$ cat config.mk
export PLATFORM = sky130hd
export DESIGN_NAME = filter_accumulator_flat
export DESIGN_NICKNAME = d
export VERILOG_FILES = /design/src/hw/cnn_pkg.sv /design/src/hw/acc_ctrl_if.sv /design/src/hw/fp8_adder.sv /design/src/hw/filter_accumulator.sv /design/src/flat_wrapper.sv
export SDC_FILE = /design/constraint.sdc
export NUM_CORES = 2
export LEC_CHECK = 0
export BUFFER_PORTS_ARGS = -buffer_cell sky130_fd_sc_hd__buf_2
export CORE_MARGIN = 2
export CORE_UTILIZATION = 40
export DETAILED_ROUTE_END_ITERATION = 12
export PLACE_DENSITY = 0.66
export SLEW_MARGIN = 10
export SYNTH_ARGS = -nofsm -noshare
export SYNTH_HDL_FRONTEND = slang
export SYNTH_HIERARCHICAL = 1
export SYNTH_SLANG_ARGS = --single-unit
$ cat constraint.sdc
create_clock -name clk -period 21.8 [get_ports clk]
set_clock_uncertainty 0.2 [all_clocks]
set_input_delay 3.27 -clock clk [delete_from_list [all_inputs] [get_ports clk]]
set_output_delay 3.27 -clock clk [all_outputs]
set_load 0.02 [all_outputs]
$ cat src/hw/cnn_pkg.sv
package cnn_pkg;

   ////////////////////
   // E4M3 format
   ////////////////////

   // Field widths of one minifloat
   localparam int FP8_W     = 8;
   localparam int FP8_EXP_W = 4;
   localparam int FP8_MAN_W = 3;

   // Exponent bias of the format
   localparam int FP8_EXP_BIAS = 7;

   // Largest exponent field, all ones, still a normal number
   localparam int FP8_EXP_MAX = 2 * FP8_EXP_BIAS + 1;

   // Saturation magnitude, exponent 15 with mantissa 7
   localparam logic [FP8_W-2:0] FP8_MAX_MAG = 7'h7F;

   // Positive zero, also the flushed result
   localparam logic [FP8_W-1:0] FP8_ZERO = 8'h00;

   ////////////////////
   // Types
   ////////////////////

   // One packed minifloat, sign at the top
   typedef logic [FP8_W-1:0] fp8_t;

   // Raw exponent field
   typedef logic [FP8_EXP_W-1:0] fp8_exp_t;

   // Raw mantissa field, hidden bit not included
   typedef logic [FP8_MAN_W-1:0] fp8_man_t;

   // Slice sequencer states
   typedef enum logic [1:0] {
      SEQ_IDLE   = 2'd0,
      SEQ_ACCUM  = 2'd1,
      SEQ_BIAS   = 2'd2,
      SEQ_FINISH = 2'd3
   } seq_state_t;

endpackage

$ cat src/hw/acc_ctrl_if.sv
`timescale 1ns/100ps

// Accumulation strobes, one sequencer to many lanes
interface acc_ctrl_if;

   // Zero the running sums
   logic clear;
   // Add the current depth slice
   logic accumulate;
   // Add the filter bias
   logic add_bias;
   // Lane sums are final
   logic finish;

   modport seq (
      output clear,
      output accumulate,
      output add_bias,
      output finish
   );

   modport lane (
      input clear,
      input accumulate,
      input add_bias,
      input finish
   );

endinterface

$ cat src/hw/fp8_adder.sv
`timescale 1ns/100ps

module fp8_adder
   import cnn_pkg::*;
(
   input  fp8_t a_i,
   input  fp8_t b_i,
   output fp8_t sum_o
);

   // Exponent window of a normal result
   localparam logic signed [5:0] EXP_TOP = 6'(FP8_EXP_MAX);

   logic              a_zero;
   logic              b_zero;
   logic [6:0]        mag_a;
   logic [6:0]        mag_b;
   logic              a_big;
   logic              s_big;
   logic              s_sml;
   fp8_exp_t          e_big;
   fp8_exp_t          e_sml;
   fp8_exp_t          e_diff;
   fp8_man_t          m_big;
   fp8_man_t          m_sml;
   fp8_man_t          m_res;
   logic [6:0]        sig_big;
   logic [6:0]        sig_sml;
   logic [6:0]        sig_aln;
   logic [7:0]        sum_w;
   logic [7:0]        norm_w;
   logic [2:0]        lead;
   logic signed [5:0] exp_res;

   ////////////////////
   // Unpack and order
   ////////////////////

   // Exponent field zero reads as zero, denormals included
   assign a_zero = (a_i[6:3] == '0);
   assign b_zero = (b_i[6:3] == '0);
   assign mag_a  = a_zero ? 7'd0 : a_i[6:0];
   assign mag_b  = b_zero ? 7'd0 : b_i[6:0];

   assign a_big = (mag_a >= mag_b);
   assign s_big = a_big ? a_i[7] : b_i[7];
   assign s_sml = a_big ? b_i[7] : a_i[7];
   assign e_big = a_big ? mag_a[6:3] : mag_b[6:3];
   assign e_sml = a_big ? mag_b[6:3] : mag_a[6:3];
   assign m_big = a_big ? mag_a[2:0] : mag_b[2:0];
   assign m_sml = a_big ? mag_b[2:0] : mag_a[2:0];

   // Hidden bit, mantissa and three guard bits
   assign sig_big = (e_big == '0) ? 7'd0 : {1'b1, m_big, 3'b000};
   assign sig_sml = (e_sml == '0) ? 7'd0 : {1'b1, m_sml, 3'b000};

   // Bits shifted past the guard bits are dropped
   assign e_diff  = e_big - e_sml;
   assign sig_aln = sig_sml >> e_diff;

   // Magnitude of the larger operand always wins, so no borrow out
   assign sum_w = (s_big == s_sml) ? ({1'b0, sig_big} + {1'b0, sig_aln})
                                   : ({1'b0, sig_big} - {1'b0, sig_aln});

   ////////////////////
   // Normalize
   ////////////////////

   // Highest set bit of the raw sum
   always_comb begin
      lead = '0;
      for (int i = 0; i < 8; i++) begin
         if (sum_w[i]) begin
            lead = 3'(i);
         end
      end
   end

   // Leading one moved to bit 7, lower bits truncated
   assign norm_w = sum_w << (3'd7 - lead);
   assign m_res  = norm_w[6:4];

   // Bit 6 of the raw sum is the unit position of e_big
   assign exp_res = $signed({2'b00, e_big}) + $signed({3'b000, lead}) - 6'sd6;

   always_comb begin
      if (sum_w == '0 || exp_res < 6'sd1) begin
         // Cancellation and underflow both give +0
         sum_o = FP8_ZERO;
      end else if (exp_res > EXP_TOP) begin
         sum_o = {s_big, FP8_MAX_MAG};
      end else begin
         sum_o = {s_big, fp8_exp_t'(exp_res[3:0]), m_res};
      end
   end

endmodule

$ cat src/hw/filter_accumulator.sv
`timescale 1ns/100ps

module filter_accumulator
   import cnn_pkg::*;
#(
   parameter int H = 24
) (
   input  logic     clk,
   input  logic     rst_n,
   acc_ctrl_if.lane ctrl,
   input  fp8_t     operand_i [H],
   output fp8_t     lane_sum_o [H]
);

   fp8_t sum_q [H];
   fp8_t add_w [H];

   ////////////////////
   // Column adders
   ////////////////////

   for (genvar j = 0; j < H; j++) begin : g_col
      fp8_adder u_add (
         .a_i   (operand_i[j]),
         .b_i   (sum_q[j]),
         .sum_o (add_w[j])
      );
   end

   ////////////////////
   // Running sums
   ////////////////////

   // Slice and bias steps share the same adders
   always_ff @(posedge clk or posedge rst_n) begin
      if (rst_n) begin
         for (int j = 0; j < H; j++) begin
            sum_q[j] <= FP8_ZERO;
         end
      end else if (ctrl.clear) begin
         for (int j = 0; j < H; j++) begin
            sum_q[j] <= FP8_ZERO;
         end
      end else if (ctrl.accumulate || ctrl.add_bias) begin
         for (int j = 0; j < H; j++) begin
            sum_q[j] <= add_w[j];
         end
      end
   end

   assign lane_sum_o = sum_q;

   // Strobes come from the sequencer
   a_clear_not_acc: assert property (@(posedge clk) disable iff (rst_n)
      !(ctrl.clear && ctrl.accumulate));

endmodule

$ cat src/flat_wrapper.sv
// flat-port wrapper written by rule: the top's interface ports become plain ports
module filter_accumulator_flat import cnn_pkg::*;
#(
   parameter int H = 24
)
  (clk, rst_n, operand_i, lane_sum_o, ctrl_clear, ctrl_accumulate, ctrl_add_bias, ctrl_finish);
  acc_ctrl_if ctrl_i ();
  input  logic clk;
  input  logic rst_n;
  input  fp8_t operand_i[H];
  output fp8_t lane_sum_o[H];
  input wire logic [$bits(ctrl_i.clear)-1:0] ctrl_clear;
  input wire logic [$bits(ctrl_i.accumulate)-1:0] ctrl_accumulate;
  input wire logic [$bits(ctrl_i.add_bias)-1:0] ctrl_add_bias;
  input wire logic [$bits(ctrl_i.finish)-1:0] ctrl_finish;
  assign ctrl_i.clear = ctrl_clear;
  assign ctrl_i.accumulate = ctrl_accumulate;
  assign ctrl_i.add_bias = ctrl_add_bias;
  assign ctrl_i.finish = ctrl_finish;
  filter_accumulator #(.H(H)) u_core (.clk(clk), .rst_n(rst_n), .ctrl(ctrl_i), .operand_i(operand_i), .lane_sum_o(lane_sum_o));
endmodule
## After elaboration in Yosys (flattened, before gate mapping)

Cells that the tools add are included.
W data, S select, Z words.

| cells by class | value |
|---|---|
| add/sub/neg operators | 144 |
| order comparisons | 72 |
| equal/unequal tests | 24 |
| shift operators | 48 |
| mux-type cells | 482 |
| reduce and logical (&&, ||, !) cells | 146 |

Operator list:

| kind | number |
|---|---|
| $mux W7 | 120 |
| $mux W3 | 192 |
| $logic_not A4 Y1 | 96 |
| $mux W192 | 2 |
| $mux W8 | 48 |
| $add A7 B7 Y8 | 24 |
| $logic_not A8 Y1 | 24 |
| $mux W4 | 48 |
| $shl A8 B3 Y7 | 24 |
| $sub A7 B7 Y8 | 24 |
| $ge A7 B7 Y1 | 24 |
| $shr A7 B4 Y7 | 24 |
| $gt A6 B5 Y1 const B | 24 |
| $lt A6 B2 Y1 const B | 24 |
| $sub A5 B3 Y6 const B | 24 |
| $add A4 B3 Y5 | 24 |
| $sub A4 B4 Y4 | 24 |
| $mux W1 | 72 |
| $sub A3 B3 Y3 const A | 24 |
| $logic_or A1 B1 Y1 | 25 |
| $eq A1 B1 Y1 | 24 |
| $reduce_bool A2 Y1 | 1 |

| word-level totals | value |
|---|---|
| register bits | 192 |
| input port bits | 198 |
| word-level logic and storage cells | 940 |

## Longest topological paths before layout

| depth | value |
|---|---|
| depth after elaboration | 23 |
| mapped depth | 42 |
| depth with buffers taken out | 40 |

## Hierarchy

The synthesis kept the hierarchy.

By module, submodules not included:

| module | instances | cells each | area each (µm²) |
|---|---|---|---|
| fp8_adder (u_core.g_col[15].u_add ...) | 15 | 266 | 1853.0 |
| fp8_adder (u_core.g_col[0].u_add ...) | 7 | 267 | 1791.7 |
| filter_accumulator | 1 | 876 | 9012.4 |
| fp8_adder (u_core.g_col[8].u_add) | 1 | 297 | 2043.2 |
| fp8_adder (u_core.g_col[14].u_add) | 1 | 262 | 1926.8 |

## Least setup slack after synthesis

Ideal clock, no wire load.

| timing path | value |
|---|---|
| path kind | input -> register |
| start point | input port operand_i[124] (netlist bit) |
| end point | register u_core.sum_q, in the netlist u_core/lane_sum_o[121] |
| setup time | 0.078 ns |
| arrival time | 10.556 ns |
| required time | 21.522 ns |
| setup slack | 10.966 ns |
| stages | 39 |
| path buffers | 4 |
| cells stage by stage | buf_6 -> or4_4 -> buf_6 -> nand2_4 -> inv_2 -> ha_1 -> a21o_1 -> a31oi_1 -> o221ai_1 -> a2111o_1 -> a21bo_2 -> and2_1 -> buf_2 -> o211ai_1 -> and3_1 -> nor2_1 -> xnor2_1 -> ha_1 -> [... 3 more ...] -> clkbuf_1 -> nand4_1 -> mux2i_4 -> inv_1 -> ha_1 -> ha_1 -> a21oi_1 -> nor2_1 -> nor2_1 -> inv_1 -> and3_1 -> a211oi_1 -> nor4bb_1 -> a2bb2oi_1 -> a41o_4 -> a211oi_2 -> o21ai_0 -> a21oi_1 |

RTL lines:

| element | RTL line | text |
|---|---|---|
| start, declared | flat_wrapper.sv:10 | `input fp8_t operand_i[H];` |
| end signal, assigned by index | filter_accumulator.sv:46 | `sum_q[j] <= add_w[j];` |
| end, declared | filter_accumulator.sv:15 | `fp8_t sum_q [H];` |

==> impl_metrics.toml <==
[route]
wl_met2_mm = 70.5
wirelength_mm = 154
wl_per_cell_um = 17.0
routed.top_layer = "met5"
drt-met1-wl_mm = 71.6
dr_wl_met3_mm = 9.13
drc = 0
drtIter0Drc = 4559
ant_nets = 0
via_count = 54400
first_pass_iters = 8
viasPerCell = 6.03

[clocking]
clockBufferDepth = 2
root_buffer = "clkbuf_16"
cts_setup_buffers = 0
cts_inserted_buffers = 17
ctsResizeCount = 0
cts_htree_levels = 4
clk_pin_slew_ns = 0.08
hold_buffers = 0
cts_tree = "built"
cts_sinks = 192
clk-insertion-delay-late_ns = 0.56

[flow_run]
cap_violations = 0

[placed_design]
hpwl_mm = 117
place_inst = 8973
gp_congestion = 0.915
port-buffer-count = 388

[grt]
overflow = 0
grt_usage_pct = 21.5
grt_max_degree = 113
grt_pass1_wl_mm = 253
grt_pass1_vias = 50200
antenna_found_initial = 15

[timing]
rsz0062_at_grt = "false"
setup_viol = 0
worstMarginPinSlew_ns = 1.04
max_slew_margin_pct = 30.1
hold_violations = 0
finalMaxSlewViolations = 0
tns_ns = 0
period_share_pct = 55.0
fmax_mhz = 83.3
min_period_ns = 12.00

[worst_setup_path]
crit_family = "compound AO/OA/AOI/OAI gates"
critPathCaptureType = "flip-flop"
critPathMaxFanout = 13
crit_arrival_ns = 12.27
cpMostUsedCell = "ha_1"
max_stage_delay_ns = 0.74
worstPathRequired_ns = 22.07
crit_slowest_cell = "xor2_1"
startpoint_type = "primary input"
crit_buf_inv = 4
crit_type = "primary input to flip-flop"

[die]
rows = 133
coreArea_um2 = 132000
num_io_pins = 390
die_w_um = 369
dieArea_um2 = 136000
start_util_pct = 40.4
die_y_um = 369

[yosys]
async_reset_ff_share_pct = 100
synthFlopType = "dfrtp_1"
synth_area_per_cell_um2 = 7.31
yosysSeqAreaShare_pct = 9.01
synth_seq_cells = 192
synth_cell_types = 114
netlist_area_um2 = 53300
yosys_warnings = 6
synthCells = 7294
synth_nets = 7996
synth_edf_count = 0

[cells_and_area]
layout_commonest_cell = "nand2_1"
largest_reg_flops = 192
mostFrequentLayoutCells = "669 x nand2_1, 590 x nor2_1, 551 x a21oi_1, 505 x o21ai_0, 456 x ha_1"
layout-drive-gt1-share_pct = 12.1
syn2layout_area_growth_pct = 4.44
num-nets-final = 7939
instances_no_fill = 9011

[worst_hold_path]
min_path_type = "flip-flop to flip-flop"

[outcome]
status = "finished, final reports clean"
-- logic make-up (layout without fill, tap and decap cells) --
kind of cell               Yosys count  in the layout  share of synthesized area [%]
and+or+nand+nor                   2663           2663                           26.9
AOI/OAI and AO/OA                 2242           2242                           28.6
buffers and inverters              922            878                           7.87
adders and majority gates          504            504                           12.5
muxes                              430            430                           8.53
xor gates and xnor gates           341            341                           6.57
DFF                                192            192                           9.01
other                                0              6                              0
-- worst min-delay path, delay by kind of cell (launching register included) --
kind,cells,cell delay (ns)
and+or+nand+nor,1,0.17
AOI/OAI and AO/OA,1,0.05
DFF,1,0.41
-- per-stage QoR --
stage | util, % | area [um2] | hold slack (ns) | setup slack [ns]
2_1_floorplan | - | 53300 | 0.513 | 10.97
3_3_place_gp | 41.8 | 55100 | 0.456 | 9.45
3_5_place_dp | 41.8 | 55100 | 0.459 | 9.42
4_1_cts | 42.2 | 55700 | 0.473 | 9.99
5_1_grt | 42.2 | 55700 | 0.515 | 9.13
6_report | 42.2 | 55700 | 0.466 | 9.80
-- final cells by class --
class | instances | area [um2]
Sequential cell | 192 | 4800
Antenna cell | 6 | 15.0
Clock inverter | 13 | 131
Inverter | 433 | 1630
Timing Repair Buffer | 413 | 2160
Clock buffer | 19 | 433
Tap cell | 1755 | 2200
Fill cell | 13500 | 76300
Multi-Input combinational cell | 6180 | 44300
-- path summary, 6_finish.rpt --
kind | slack (ns) | cells past startpoint | endpoint | start
max reg2reg | 12.09 | 35 | u_core/lane_sum_o[120] | u_core/lane_sum_o[123]
min reg2reg | 0.47 | 2 | u_core/lane_sum_o[120] | u_core/lane_sum_o[120]
min in group asynchronous | 2.65 | 2 | u_core/lane_sum_o[175] | rst_n
max | 9.80 | 36 | u_core/lane_sum_o[120] | operand_i[123]
max in group asynchronous | 17.36 | 3 | u_core/lane_sum_o[24] | rst_n
min | 0.47 | 2 | u_core/lane_sum_o[120] | u_core/lane_sum_o[120]
-- per-layer routing --
metal / GRT usage, % / up-vias
met4: 4.90 / 18
met1: 29.7 / 25800
met3: 3.03 / 179
met5: 0 / -
met2: 35.3 / 1652
li1: - / 26700
-- synth_stat cells (41+ instances only) --
master | n | area, um2
o211ai_1 | 73 | 548
o21ai_1 | 63 | 315
clkbuf_1 | 263 | 987
a22oi_1 | 75 | 563
o21ai_0 | 505 | 2530
a21oi_1 | 551 | 2760
a31oi_1 | 73 | 457
dfrtp_1 | 192 | 4800
a32oi_1 | 55 | 482
nand3_1 | 106 | 531
xnor2_1 | 203 | 1780
a211oi_1 | 42 | 315
nor3_1 | 149 | 746
mux2_2 | 114 | 1280
o31a_1 | 61 | 534
buf_6 | 61 | 687
nand2b_1 | 143 | 895
inv_1 | 431 | 1620
and3_1 | 68 | 425
nor2b_1 | 108 | 676
buf_2 | 110 | 551
mux2i_1 | 298 | 2980
nor3b_1 | 55 | 413
nor2_1 | 590 | 2210
o21a_1 | 41 | 308
nand2_1 | 669 | 2510
ha_1 | 456 | 5710
or3b_1 | 199 | 1740
or4_1 | 61 | 458
or3_1 | 57 | 357
fa_1 | 48 | 961
xor2_1 | 96 | 841
o31ai_1 | 44 | 330
nor4_1 | 98 | 613
and2_1 | 101 | 632
o22ai_1 | 72 | 450
a21o_1 | 79 | 593
Power is not shown: default switching activity piles up to over one toggle a cycle in this logic, so the estimate is an artifact.
